`src/source/mci_pkg.sv`:
```
/*
 * MCI shared definitions
 * Bus widths, address map, AXI channel payloads and the simplex
 * component request used between the AXI subordinate and its targets
 */

`default_nettype none

package mci_pkg;

    // Bus widths
    localparam int addr_width = 32;
    localparam int data_width = 32;
    localparam int id_width   = 4;
    localparam int user_width = 4;

    // Register window, only the first reg_count words decode
    localparam logic [addr_width-1:0] reg_base  = 32'h0000_0000;
    localparam int                    reg_count = 16;

    // SRAM window, size set by the top level parameter
    localparam logic [addr_width-1:0] sram_base = 32'h0010_0000;

    // Value returned by register 0
    localparam logic [data_width-1:0] hw_id = 32'h4D43_4900;

    // AXI response codes in use
    typedef enum logic [1:0] {
        resp_okay   = 2'b00,
        resp_slverr = 2'b10
    } axi_resp_e;

    // Write and read address channels
    typedef struct packed {
        logic [addr_width-1:0] addr;
        logic [id_width-1:0]   id;
        logic [user_width-1:0] user;
    } axi_aw_t;

    typedef struct packed {
        logic [addr_width-1:0] addr;
        logic [id_width-1:0]   id;
        logic [user_width-1:0] user;
    } axi_ar_t;

    // Write data channel, single beat so no last
    typedef struct packed {
        logic [data_width-1:0]   data;
        logic [data_width/8-1:0] strb;
    } axi_w_t;

    // Write response channel
    typedef struct packed {
        logic [id_width-1:0] id;
        axi_resp_e           resp;
    } axi_b_t;

    // Read data channel
    typedef struct packed {
        logic [id_width-1:0]   id;
        logic [data_width-1:0] data;
        axi_resp_e             resp;
    } axi_r_t;

    // Simplex component request
    typedef struct packed {
        logic [addr_width-1:0]   addr;
        logic                    write;
        logic [data_width-1:0]   wdata;
        logic [data_width/8-1:0] wstrb;
        logic [id_width-1:0]     id;
        logic [user_width-1:0]   user;
    } cif_req_t;

endpackage

`default_nettype wire

```
`src/source/mci_reg_file.sv`:
```
/*
 * MCI register block
 * Register 0 reads the hardware ID, registers 1 to 15 are read/write
 * with byte strobes, reads return combinationally
 */

`default_nettype none

module mci_reg_file (
    input  logic                           clk,
    input  logic                           rst_n,
    input  logic                           dv,
    input  mci_pkg::cif_req_t              req,
    output logic [mci_pkg::data_width-1:0] rdata,
    output logic                           hold
);

    localparam int IDX_W  = $clog2(mci_pkg::reg_count);
    localparam int NBYTES = mci_pkg::data_width / 8;

    logic [mci_pkg::data_width-1:0] regs [mci_pkg::reg_count];
    logic [IDX_W-1:0]               idx;

    // Word index within the window
    assign idx = req.addr[2 +: IDX_W];

    always_ff @(posedge clk) begin
        if (!rst_n) begin
            // Register 0 holds the ID, the rest clear
            for (int i = 0; i < mci_pkg::reg_count; i++) begin
                regs[i] <= (i == 0) ? mci_pkg::hw_id : '0;
            end
        end else if (dv && req.write && idx != '0) begin
            for (int j = 0; j < NBYTES; j++) begin
                if (req.wstrb[j]) begin
                    regs[idx][j*8 +: 8] <= req.wdata[j*8 +: 8];
                end
            end
        end
    end

    assign rdata = regs[idx];

    // Always answers in the same cycle
    assign hold  = 1'b0;

endmodule

`default_nettype wire

```
`config.mk`:
```
export PLATFORM = sky130hd
export DESIGN_NAME = mci_reg_file
export DESIGN_NICKNAME = d
export VERILOG_FILES = /design/src/source/mci_pkg.sv /design/src/source/mci_reg_file.sv
export SDC_FILE = /design/constraint.sdc
export NUM_CORES = 1
export LEC_CHECK = 0
export ABC_AREA = 1
export BUFFER_PORTS_ARGS = -buffer_cell sky130_fd_sc_hd__buf_2
export CAP_MARGIN = 20
export CORE_MARGIN = 10
export CORE_UTILIZATION = 28
export CTS_CLUSTER_SIZE = 28
export DETAILED_ROUTE_END_ITERATION = 12
export GPL_TIMING_DRIVEN = 0
export SYNTH_ARGS = -nofsm -noshare
export SYNTH_HDL_FRONTEND = slang
export SYNTH_SLANG_ARGS = --single-unit
```
`constraint.sdc`:
```
create_clock -name clk -period 4.89 [get_ports clk]
set_clock_uncertainty 0.15 [all_clocks]
set_input_delay 0.489 -clock clk [delete_from_list [all_inputs] [get_ports clk]]
set_output_delay 0.489 -clock clk [all_outputs]
set_load 0.01 [all_outputs]
```
==> impl_results.md <==
* Vias per inst at 4.52
* Hold Path Stages at 3
* Peak Freq at 0.287 GHz
* Initial antenna violation count at 3
* First-pass GRT wire length at 112 mm
* Rel. slew slack at 22.9%
* Wirelength per Cell at 18.4 um
* Final #Nets at 3016
* Leakage at 12.2 nW
* TritonRoute pass-1 iters at 6
* RSZ-0062 raised after global routing: no
* Syn-to-layout area delta at 15.1%
* Commonest non-fill, non-tap cell in the layout: nand2_1
* Yosys reg bits at 512
* Sequential fraction of the synthesis area at 64.0%
* CP Launch Type: input pin
* Hold Crit Class: in2reg
* Core Footprint at 0.0851 sq mm
* Postcts setup bufs at 0
* Largest registers: regs: 512 flops
* Crit share post-route at 71.3%
* Initial DRC Count at 2136
* Worst VDD drop at 0.000262 V
* Cell area after layout at 0.0277 sq mm
* Synth cell types at 15
* Worst path arrival time at 2850 ps
* CTS buffer count at 55
* GRT overflow at 0
* Antenna viol nets, final at 0
* Clk sinks at 512
* CTS clk-pin slew, worst paths at 60 ps
* Mapped Avg Cell Area at 8.67 sq um
* Slew Limit Fails at 0
* Slew @ Worst Pin at 1150 ps
* Initial Utilization at 28.2%
* # hold bufs at CTS at 0
* Clock buffer depth at 3
* CTS resizes at 0
* Die X at 313 um
* GRT Util Overall at 15.1%
* Minimum clock period after layout at 3490 ps
* Sum Neg Setup Slack at 0 ps
* Synthesized area at 0.0240 sq mm
* CP Class: in2out
* CTS Root Cell: clkbuf_16
* Pwr Density at 364 mW/mm^2
* DIE AREA at 0.0980 sq mm
* Vias at 18600
* Row cnt at 107
* WL final at 75.9 mm
* Largest Register: regs
* Post-route DRC violation count at 0
* Status: completed
* Die height at 313 um
* Fillers at 8984
* Final hold vios at 0
* Post-DP HPWL at 53.9 mm
* Commonest cells after routing, fill and taps aside: nand2_1 (1471), edfxtp_1 (512), nor2_1 (497)
* Max Cap Viol at 0
* Vias in the first global route at 17800
* Num ports at 113
* Port bufs at 73
* Crit. End Element: primary output
* Ratio of cells with drive above 1 in the final layout at 7.06%
* Largest net degree at the start of global routing at 14
* Crit-path max FO at 10
* Max FFs per register at 512
* Final setup fails at 0
* CTS tree: done
* DP Area at 0.0260 sq mm
* Gpl congestion at 0.866
* Post-synthesis cell count at 2773
* CP Data Required Time at 4250 ps
* Synthesis Warnings at 0
* H-tree levels at 2
-- cells by family (layout without fill, tap and decap cells) --
| kind of cell | Yosys count | after routing | synth area share (%) |
|---|---|---|---|
| buffers and inverters | 250 | 422 | 4.11 |
| DFF | 512 | 512 | 64.0 |
| other | 2 | 35 | 0.0312 |
| and+or+nand+nor | 2009 | 2009 | 31.9 |
-- where the power goes --
group | internal [W] | switching, W
clock network | 0.00227 | 0.00174
registers | 0.00506 | 0.0000632
logic | 0.000226 | 0.000724
total | 0.00755 | 0.00252
-- routing by layer --
layer | track usage [%] | wire length [um] | up-vias
li1 | - | - | 8964
met1 | 20.1 | 31300 | 8651
met2 | 24.3 | 34500 | 853
met3 | 2.69 | 7320 | 148
met4 | 5.73 | 2720 | 0
met5 | 0 | 0 | -
-- final timing paths --
check	startpoint	endpoint	slack, ps
max	req[47]	rdata[23]	1400
min	req[26]	regs[13][14]	120
-- cell type report --
class / count / area [sq um] / share of cell area (%)
diodes: 2 / 5.00 / 0.0181
plain buffers: 142 / 583 / 2.11
clock buffers: 70 / 1480 / 5.33
clock inverters: 27 / 199 / 0.719
inverters: 108 / 405 / 1.47
multi-input cells: 2042 / 7790 / 28.2
flip-flops and latches: 512 / 15400 / 55.6
well taps: 1144 / 1430 / 5.18
repair buffers: 75 / 392 / 1.42
-- synthesized netlist by cell type --
cell,number,area share (%)
clkbuf_1,108,1.7
buf_6,3,0.14
nor2_1,497,7.8
inv_2,2,0.031
buf_4,2,0.062
nor2_4,4,0.19
nor2_2,1,0.026
nand2_2,35,0.91
conb_1,2,0.031
buf_1,13,0.20
buf_2,16,0.33
inv_1,106,1.7
nand3_2,1,0.042
nand2_1,1471,23
edfxtp_1,512,64
-- through the flow --
step | setup WS (ps) | std cells | hold slack, ps | total power [W] | utilization [%]
2_1_floorplan | 2650 | 2804 | 604 | 0.00575 | -
3_3_place_gp | 1100 | 4021 | 731 | 0.00615 | 30.5
3_5_place_dp | 1140 | 4022 | 748 | 0.00616 | 30.5
4_1_cts | 1480 | 4119 | 103 | 0.0101 | 32.5
5_1_grt | 1270 | 4120 | 144 | 0.0104 | 32.5
6_report | 1400 | 4122 | 117 | 0.0101 | 32.5
-- worst max-delay path, stage by stage --
cell      delay (ps)
buf_2            180
inv_2            100
clkbuf_1         710
buf_2            450
nand2_1           90
nand2_1           70
nand2_1           70
nand2_1          200
nand2_1           90
nand2_1          130
inv_1             50
nand2_1           90
buf_2            140
No activity file was read; power rests on OpenSTA's default activity.
