`src/source/mci_pkg.sv`:
```
/*
 * MCI shared definitions
 * Bus widths, address map, AXI channel payloads and the simplex
 * component request used between the AXI subordinate and its targets
 */

`default_nettype none

package mci_pkg;

    // Bus widths
    localparam int addr_width = 32;
    localparam int data_width = 32;
    localparam int id_width   = 4;
    localparam int user_width = 4;

    // Register window, only the first reg_count words decode
    localparam logic [addr_width-1:0] reg_base  = 32'h0000_0000;
    localparam int                    reg_count = 16;

    // SRAM window, size set by the top level parameter
    localparam logic [addr_width-1:0] sram_base = 32'h0010_0000;

    // Value returned by register 0
    localparam logic [data_width-1:0] hw_id = 32'h4D43_4900;

    // AXI response codes in use
    typedef enum logic [1:0] {
        resp_okay   = 2'b00,
        resp_slverr = 2'b10
    } axi_resp_e;

    // Write and read address channels
    typedef struct packed {
        logic [addr_width-1:0] addr;
        logic [id_width-1:0]   id;
        logic [user_width-1:0] user;
    } axi_aw_t;

    typedef struct packed {
        logic [addr_width-1:0] addr;
        logic [id_width-1:0]   id;
        logic [user_width-1:0] user;
    } axi_ar_t;

    // Write data channel, single beat so no last
    typedef struct packed {
        logic [data_width-1:0]   data;
        logic [data_width/8-1:0] strb;
    } axi_w_t;

    // Write response channel
    typedef struct packed {
        logic [id_width-1:0] id;
        axi_resp_e           resp;
    } axi_b_t;

    // Read data channel
    typedef struct packed {
        logic [id_width-1:0]   id;
        logic [data_width-1:0] data;
        axi_resp_e             resp;
    } axi_r_t;

    // Simplex component request
    typedef struct packed {
        logic [addr_width-1:0]   addr;
        logic                    write;
        logic [data_width-1:0]   wdata;
        logic [data_width/8-1:0] wstrb;
        logic [id_width-1:0]     id;
        logic [user_width-1:0]   user;
    } cif_req_t;

endpackage

`default_nettype wire

```
`src/source/axi_sub.sv`:
```
/*
 * AXI subordinate, single beat
 * Arbitrates round-robin between reads and writes, issues one simplex
 * request at a time and returns the matching B or R response
 */

`default_nettype none

module axi_sub #(
    parameter int DATA_WIDTH = mci_pkg::data_width
) (
    input  logic                    clk,
    input  logic                    rst_n,

    // AXI write side
    input  logic                    aw_valid,
    output logic                    aw_ready,
    input  mci_pkg::axi_aw_t        aw,
    input  logic                    w_valid,
    output logic                    w_ready,
    input  mci_pkg::axi_w_t         w,
    output logic                    b_valid,
    input  logic                    b_ready,
    output mci_pkg::axi_b_t         b,

    // AXI read side
    input  logic                    ar_valid,
    output logic                    ar_ready,
    input  mci_pkg::axi_ar_t        ar,
    output logic                    r_valid,
    input  logic                    r_ready,
    output mci_pkg::axi_r_t         r,

    // Component side
    output logic                    dv,
    output mci_pkg::cif_req_t       req,
    input  logic                    hold,
    input  logic [DATA_WIDTH-1:0]   rdata,
    input  logic                    error
);

    // Which direction was granted last
    typedef enum logic {
        last_rd,
        last_wr
    } arb_state_e;

    arb_state_e arb_q;
    logic       init_q;
    logic       idle;
    logic       wr_pend;
    logic       rd_block;
    logic       wr_win;
    logic       wr_acc;
    logic       rd_acc;
    logic       done;

    // Free to accept once out of reset with nothing in flight
    assign idle     = init_q & ~dv & ~b_valid & ~r_valid;

    // Write needs address and data together
    assign wr_pend  = aw_valid & w_valid;

    // Read goes first when the last grant was a write
    assign rd_block = ar_valid & (arb_q == last_wr);
    assign wr_win   = wr_pend & ~rd_block;

    // AW and W rise together, AR only when no write wins
    assign aw_ready = idle & w_valid & ~rd_block;
    assign w_ready  = idle & aw_valid & ~rd_block;
    assign ar_ready = idle & ~wr_win;

    assign wr_acc   = aw_valid & aw_ready;
    assign rd_acc   = ar_valid & ar_ready;

    // Request ends on the first cycle without hold
    assign done     = dv & ~hold;

    always_ff @(posedge clk) begin
        if (!rst_n) begin
            init_q  <= 1'b0;
            arb_q   <= last_rd;
            dv      <= 1'b0;
            b_valid <= 1'b0;
            r_valid <= 1'b0;
        end else begin
            init_q <= 1'b1;
            if (wr_acc) begin
                arb_q <= last_wr;
            end else if (rd_acc) begin
                arb_q <= last_rd;
            end
            // Strobe stays up while the target holds
            if (wr_acc || rd_acc) begin
                dv <= 1'b1;
            end else if (done) begin
                dv <= 1'b0;
            end
            if (done && req.write) begin
                b_valid <= 1'b1;
            end else if (b_ready) begin
                b_valid <= 1'b0;
            end
            if (done && !req.write) begin
                r_valid <= 1'b1;
            end else if (r_ready) begin
                r_valid <= 1'b0;
            end
        end
    end

    // Request and response payloads
    always_ff @(posedge clk) begin
        if (wr_acc) begin
            req.addr  <= aw.addr;
            req.write <= 1'b1;
            req.wdata <= w.data;
            req.wstrb <= w.strb;
            req.id    <= aw.id;
            req.user  <= aw.user;
        end else if (rd_acc) begin
            req.addr  <= ar.addr;
            req.write <= 1'b0;
            req.wdata <= '0;
            req.wstrb <= '0;
            req.id    <= ar.id;
            req.user  <= ar.user;
        end
        // Both are safe to load, only one valid follows
        if (done) begin
            b.id   <= req.id;
            b.resp <= error ? mci_pkg::resp_slverr : mci_pkg::resp_okay;
            r.id   <= req.id;
            r.data <= rdata;
            r.resp <= error ? mci_pkg::resp_slverr : mci_pkg::resp_okay;
        end
    end

    // One outstanding request at most
    a_dv_no_resp: assert property (@(posedge clk) disable iff (!rst_n)
        dv |-> !(b_valid || r_valid));

    // Stalled responses hold their payload
    a_b_stable: assert property (@(posedge clk) disable iff (!rst_n)
        b_valid && !b_ready |=> b_valid && $stable(b));
    a_r_stable: assert property (@(posedge clk) disable iff (!rst_n)
        r_valid && !r_ready |=> r_valid && $stable(r));

endmodule

`default_nettype wire

```
`src/source/mci_axi_sub_decode.sv`:
```
/*
 * MCI address decoder
 * Steers component requests to the register block or the MCU SRAM
 * and answers unmapped addresses with an error
 */

`default_nettype none

module mci_axi_sub_decode #(
    parameter int MCU_SRAM_SIZE_KB = 4
) (
    input  logic                              clk,
    input  logic                              rst_n,

    // From the AXI subordinate
    input  logic                              dv,
    input  mci_pkg::cif_req_t                 req,
    output logic                              hold,
    output logic [mci_pkg::data_width-1:0]    rdata,
    output logic                              error,

    // Register block
    output logic                              reg_dv,
    output mci_pkg::cif_req_t                 reg_req,
    input  logic [mci_pkg::data_width-1:0]    reg_rdata,
    input  logic                              reg_hold,

    // MCU SRAM
    output logic                              sram_dv,
    output mci_pkg::cif_req_t                 sram_req,
    input  logic [mci_pkg::data_width-1:0]    sram_rdata,
    input  logic                              sram_hold
);

    localparam int AW = mci_pkg::addr_width;

    // Window sizes in bytes
    localparam logic [AW-1:0] reg_span  = AW'(mci_pkg::reg_count * (mci_pkg::data_width / 8));
    localparam logic [AW-1:0] sram_span = AW'(MCU_SRAM_SIZE_KB * 1024);

    logic [AW-1:0] reg_off;
    logic [AW-1:0] sram_off;
    logic          reg_hit;
    logic          sram_hit;

    // Offsets wrap below the base, so one compare covers the range
    assign reg_off  = req.addr - mci_pkg::reg_base;
    assign sram_off = req.addr - mci_pkg::sram_base;
    assign reg_hit  = reg_off < reg_span;
    assign sram_hit = sram_off < sram_span;

    // Same request to both targets, strobe only to the match
    assign reg_req  = req;
    assign sram_req = req;
    assign reg_dv   = dv & reg_hit;
    assign sram_dv  = dv & sram_hit;

    // No match completes at once
    assign error    = ~reg_hit & ~sram_hit;

    always_comb begin
        hold  = 1'b0;
        rdata = '0;
        if (reg_hit) begin
            hold  = reg_hold;
            rdata = reg_rdata;
        end else if (sram_hit) begin
            hold  = sram_hold;
            rdata = sram_rdata;
        end
    end

    // Address map keeps the targets apart
    a_one_target: assert property (@(posedge clk) disable iff (!rst_n)
        !(reg_dv && sram_dv));

endmodule

`default_nettype wire

```
`src/source/mci_axi_sub_top.sv`:
```
/*
 * MCI AXI bridge
 * Collapses AXI to simplex requests and decodes them to the targets
 */

`default_nettype none

module mci_axi_sub_top #(
    parameter int MCU_SRAM_SIZE_KB = 4
) (
    input  logic                           clk,
    input  logic                           rst_n,

    // AXI
    input  logic                           aw_valid,
    output logic                           aw_ready,
    input  mci_pkg::axi_aw_t               aw,
    input  logic                           w_valid,
    output logic                           w_ready,
    input  mci_pkg::axi_w_t                w,
    output logic                           b_valid,
    input  logic                           b_ready,
    output mci_pkg::axi_b_t                b,
    input  logic                           ar_valid,
    output logic                           ar_ready,
    input  mci_pkg::axi_ar_t               ar,
    output logic                           r_valid,
    input  logic                           r_ready,
    output mci_pkg::axi_r_t                r,

    // Register block request
    output logic                           reg_dv,
    output mci_pkg::cif_req_t              reg_req,
    input  logic [mci_pkg::data_width-1:0] reg_rdata,
    input  logic                           reg_hold,

    // MCU SRAM request
    output logic                           sram_dv,
    output mci_pkg::cif_req_t              sram_req,
    input  logic [mci_pkg::data_width-1:0] sram_rdata,
    input  logic                           sram_hold
);

    // Simplex link between subordinate and decoder
    logic                           dv;
    mci_pkg::cif_req_t              req;
    logic                           hold;
    logic [mci_pkg::data_width-1:0] rdata;
    logic                           error;

    axi_sub #(
        .DATA_WIDTH (mci_pkg::data_width)
    ) i_axi_sub (
        .clk      (clk),
        .rst_n    (rst_n),
        .aw_valid (aw_valid),
        .aw_ready (aw_ready),
        .aw       (aw),
        .w_valid  (w_valid),
        .w_ready  (w_ready),
        .w        (w),
        .b_valid  (b_valid),
        .b_ready  (b_ready),
        .b        (b),
        .ar_valid (ar_valid),
        .ar_ready (ar_ready),
        .ar       (ar),
        .r_valid  (r_valid),
        .r_ready  (r_ready),
        .r        (r),
        .dv       (dv),
        .req      (req),
        .hold     (hold),
        .rdata    (rdata),
        .error    (error)
    );

    mci_axi_sub_decode #(
        .MCU_SRAM_SIZE_KB (MCU_SRAM_SIZE_KB)
    ) i_mci_axi_sub_decode (
        .clk        (clk),
        .rst_n      (rst_n),
        .dv         (dv),
        .req        (req),
        .hold       (hold),
        .rdata      (rdata),
        .error      (error),
        .reg_dv     (reg_dv),
        .reg_req    (reg_req),
        .reg_rdata  (reg_rdata),
        .reg_hold   (reg_hold),
        .sram_dv    (sram_dv),
        .sram_req   (sram_req),
        .sram_rdata (sram_rdata),
        .sram_hold  (sram_hold)
    );

endmodule

`default_nettype wire

```
`config.mk`:
```
export PLATFORM = sky130hd
export DESIGN_NAME = mci_axi_sub_top
export DESIGN_NICKNAME = d
export VERILOG_FILES = /design/src/source/mci_pkg.sv /design/src/source/axi_sub.sv /design/src/source/mci_axi_sub_decode.sv /design/src/source/mci_axi_sub_top.sv
export SDC_FILE = /design/constraint.sdc
export NUM_CORES = 1
export LEC_CHECK = 0
export BUFFER_PORTS_ARGS = -buffer_cell sky130_fd_sc_hd__buf_2
export CAP_MARGIN = 0
export CORE_AREA = 2 2 152 154
export CTS_BUF_LIST = sky130_fd_sc_hd__clkbuf_8
export DETAILED_ROUTE_END_ITERATION = 6
export DIE_AREA = 0 0 154 156
export SETUP_SLACK_MARGIN = 0.1
export SLEW_MARGIN = 20
export SYNTH_ARGS = -nofsm -noshare
export SYNTH_HDL_FRONTEND = slang
export SYNTH_HIERARCHICAL = 1
export SYNTH_SLANG_ARGS = --single-unit
```
`constraint.sdc`:
```
create_clock -name clk -period 8 [get_ports clk]
set_input_delay 1.6 -clock clk [delete_from_list [all_inputs] [get_ports clk]]
set_output_delay 1.6 -clock clk [all_outputs]
set_load 0.02 [all_outputs]
```
==> metrics.txt <==
# TYPE chip_impl_metric gauge
chip_impl_info{name="status",value="completed"} 1
chip_impl_metric{name="post-route-drc-count",unit=""} 0
chip_impl_metric{name="grt_util_met1",unit="%"} 19.0
chip_impl_metric{name="first_global_vias",unit=""} 4692
chip_impl_metric{name="detailed_route_wire_length_per_cell",unit="microns"} 18.1
chip_impl_metric{name="placementRows",unit=""} 55
chip_impl_metric{name="postLayoutCoreUtil",unit="%"} 36.6
chip_impl_metric{name="max_clock_freq",unit="MHz"} 202
chip_impl_metric{name="post_route_skew",unit="ps"} 11.7
chip_impl_metric{name="met2_usage_in_global_routing",unit="%"} 27.3
chip_impl_info{name="criticalPathCategory",value="in2out"} 1
chip_impl_info{name="startpoint_type",value="input port"} 1
chip_impl_metric{name="timing_hold_violations_final",unit=""} 0
chip_impl_metric{name="report.final.setup_viol",unit=""} 0
chip_impl_metric{name="syn_inst",unit=""} 590
chip_impl_info{name="crit_path_end_kind",value="output pin"} 1
chip_impl_metric{name="clock_latency",unit="ps"} 420
chip_impl_info{name="post-synth-top-count-cell",value="buf_4"} 1
chip_impl_metric{name="synth.top_cell.area_share",unit="%"} 49.1
chip_impl_metric{name="largest_net_degree_at_the_start_of_global_routing",unit=""} 55
chip_impl_metric{name="die_area",unit="sq mm"} 0.0240
chip_impl_info{name="busiest_layer",value="met2"} 1
chip_impl_info{name="yosys-top-cells-count",value="buf_4, edfxtp_1, nand3_1, o211ai_1"} 1
chip_impl_metric{name="synth-edff-count",unit=""} 113
chip_impl_metric{name="nFillCells",unit=""} 2257
chip_impl_metric{name="first_iter_violations",unit=""} 262
chip_impl_metric{name="tightestPinTransition",unit="ps"} 965
chip_impl_info{name="rsz0062_at_grt",value="no"} 1
chip_impl_info{name="yosys-top-cells-area",value="edfxtp_1, buf_4, nor3_2, o211ai_1, a32oi_1"} 1
chip_impl_metric{name="clk_pin_slew_worst_paths",unit="ps"} 70
chip_impl_metric{name="synth.avg_cell_area",unit="sq um"} 11.7
chip_impl_info{name="root_buffer",value="clkbuf_8"} 1
chip_impl_metric{name="timing.final.crit_share",unit="%"} 61.8
chip_impl_info{name="hold_path.class",value="reg2reg"} 1
chip_impl_metric{name="synth_async_sr_flop_share",unit="%"} 0
chip_impl_metric{name="cts_buffer_depth",unit=""} 2
chip_impl_metric{name="core_area",unit="sq mm"} 0.0224
chip_impl_info{name="cts_tree",value="yes"} 1
chip_impl_metric{name="period_minus_slack",unit="ps"} 4940
chip_impl_metric{name="cap_violations",unit=""} 0
chip_impl_metric{name="worstPathArrival",unit="ps"} 3340
chip_impl_metric{name="leakagePower",unit="uW"} 0.00329
chip_impl_metric{name="synth-seq-cells",unit=""} 119
chip_impl_metric{name="gp_congestion",unit=""} 0.791
chip_impl_metric{name="detailedRoute.firstPassIterationCount",unit=""} 5
chip_impl_metric{name="layout.nets",unit=""} 988
chip_impl_metric{name="drt-vias-per-instance",unit=""} 4.68
chip_impl_metric{name="initial_core_util",unit="%"} 30.9
chip_impl_metric{name="cts_buffers",unit=""} 17
chip_impl_metric{name="placement.io_buffers",unit=""} 391
chip_impl_metric{name="postCtsResizedCells",unit=""} 0
chip_impl_metric{name="post-cts-setup-buffer-count",unit=""} 0
chip_impl_metric{name="yosys_warnings",unit=""} 6
chip_impl_metric{name="grt_pass1_wl",unit="microns"} 27900
chip_impl_metric{name="post-dp-hpwl",unit="microns"} 14700
chip_impl_metric{name="top_level_ports",unit=""} 394
chip_impl_metric{name="final.setup.tns",unit="ps"} 0
chip_impl_metric{name="timing.critical_path.fanout_max",unit=""} 44
chip_impl_metric{name="post_synthesis_instance_area",unit="sq mm"} 0.00691
chip_impl_metric{name="horizontal_die_dimension",unit="microns"} 154
chip_impl_metric{name="yosysSeqAreaShare",unit="%"} 50.9
chip_impl_metric{name="finalMaxSlewViolations",unit=""} 0
chip_impl_metric{name="grtUsageTotal",unit="%"} 15.5
chip_impl_metric{name="route.vias.total",unit=""} 5136
chip_impl_metric{name="die_height",unit="microns"} 156
chip_impl_metric{name="flow.area_growth_from_synthesis",unit="%"} 18.5
chip_impl_metric{name="detail_route.wirelength",unit="microns"} 19900
chip_impl_info{name="synthFlopType",value="edfxtp_1"} 1
chip_impl_metric{name="critical_path_required",unit="ps"} 6400
chip_impl_metric{name="netlist-cell-type-count",unit=""} 29
chip_impl_metric{name="use_met3",unit="%"} 3.69
chip_impl_info{name="netlist.top_cell.by_area",value="edfxtp_1"} 1
chip_impl_metric{name="grt-ovfl-total",unit=""} 0
chip_impl_metric{name="slew_headroom",unit="%"} 35.7
chip_impl_metric{name="fraction_of_layout_instances_using_a_drive_strength_above_1",unit="%"} 59.2
chip_impl_metric{name="max-vdd-ir-drop",unit="V"} 0.0000766
chip_impl_metric{name="htree_levels",unit=""} 4
chip_impl_metric{name="drt.antenna.violating_nets",unit=""} 0
chip_impl_metric{name="antenna_violations_before_repair",unit=""} 1
chip_impl_metric{name="tritoncts_num_sinks",unit=""} 119
chip_impl_metric{name="cellPowerDensity",unit="mW/mm^2"} 189
chip_impl_metric{name="cts_hold_buffers",unit=""} 0
path summary, 6_finish.rpt:
path,startpoint,end,slack (ps),cells after the start
hold / removal,i_axi_sub/req[7],i_axi_sub/r[37],490,0
hold reg to reg,i_axi_sub/req[7],i_axi_sub/r[37],490,0
setup / recovery,ar_valid,aw_ready,3060,5
setup reg to reg,i_axi_sub/req[69],i_axi_sub/r[7],5060,5
through the flow:
stage | std cells | hold WS [ps] | worst slack [ps] | total power (uW) | area [sq um]
after floorplan | 591 | 453 | 4010 | 997 | 6910
after global placement | 1064 | 471 | 3050 | 1060 | 7800
after detailed placement | 1065 | 485 | 3040 | 1060 | 7820
after CTS | 1096 | 495 | 3040 | 1580 | 8180
after global routing | 1097 | 508 | 2890 | 1620 | 8180
final | 1097 | 493 | 3060 | 1550 | 8180
cell usage in the layout (no fill, tap or decap), types with 6 or more instances in the layout:
| cell | synthesis | layout |
|---|---|---|
| buf_2 | 12 | 391 |
| edfxtp_1 | 113 | 113 |
| nand3_1 | 41 | 41 |
| o211ai_1 | 40 | 40 |
| a21oi_1 | 37 | 37 |
| and2_1 | 37 | 36 |
| a32oi_1 | 33 | 33 |
| nor3_2 | 31 | 31 |
| clkbuf_8 | 0 | 17 |
| clkinv_2 | 0 | 7 |
| buf_4 | 165 | 7 |
| a21oi_2 | 6 | 6 |
state kept, by name (all words and copies together), names as in the netlist:
name / flops
i_axi_sub/arb_q: 1
i_axi_sub/init_q: 1
i_axi_sub/b_valid: 1
i_axi_sub/req: 77
i_axi_sub/r_valid: 1
i_axi_sub/r: 37
i_axi_sub/dv: 1
cells by family after synthesis:
logic type	count (synthesis)	share of synthesized area, %
buffers and inverters	211	21.6
other	1	0.0543
DFF	119	50.9
and+or+nand+nor	137	14.9
AOI/OAI and AO/OA	122	12.6
worst max-delay path: stages:
cell and delay [ps]:
buf_2 70, buf_4 420, nand2_2 610, and3_1 450, buf_2 150
layer usage:
layer  share of wire (%)  vias up
met2                  51      245
met1                  41     2442
met4                 1.5        0
met5                   0        -
met3                 5.9       15
li1                    -     2434
final cells by class:
cell class,instances,area (sq um),area share (%)
Sequential cell,119,3510,43.0
Antenna cell,1,2.50,0.0306
Inverter,1,5.00,0.0612
Clock inverter,14,120,1.47
Timing Repair Buffer,399,2030,24.8
Multi-Input combinational cell,261,1920,23.5
Tap cell,285,357,4.36
Clock buffer,17,234,2.86
where the power goes:
part	switching, uW	internal, uW	leakage (uW)	total [uW]
logic	187	99.8	0.00199	287
registers	29.8	724	0.00110	754
clock network	240	267	0.000192	507
No activity file was read; power rests on OpenSTA's default activity.
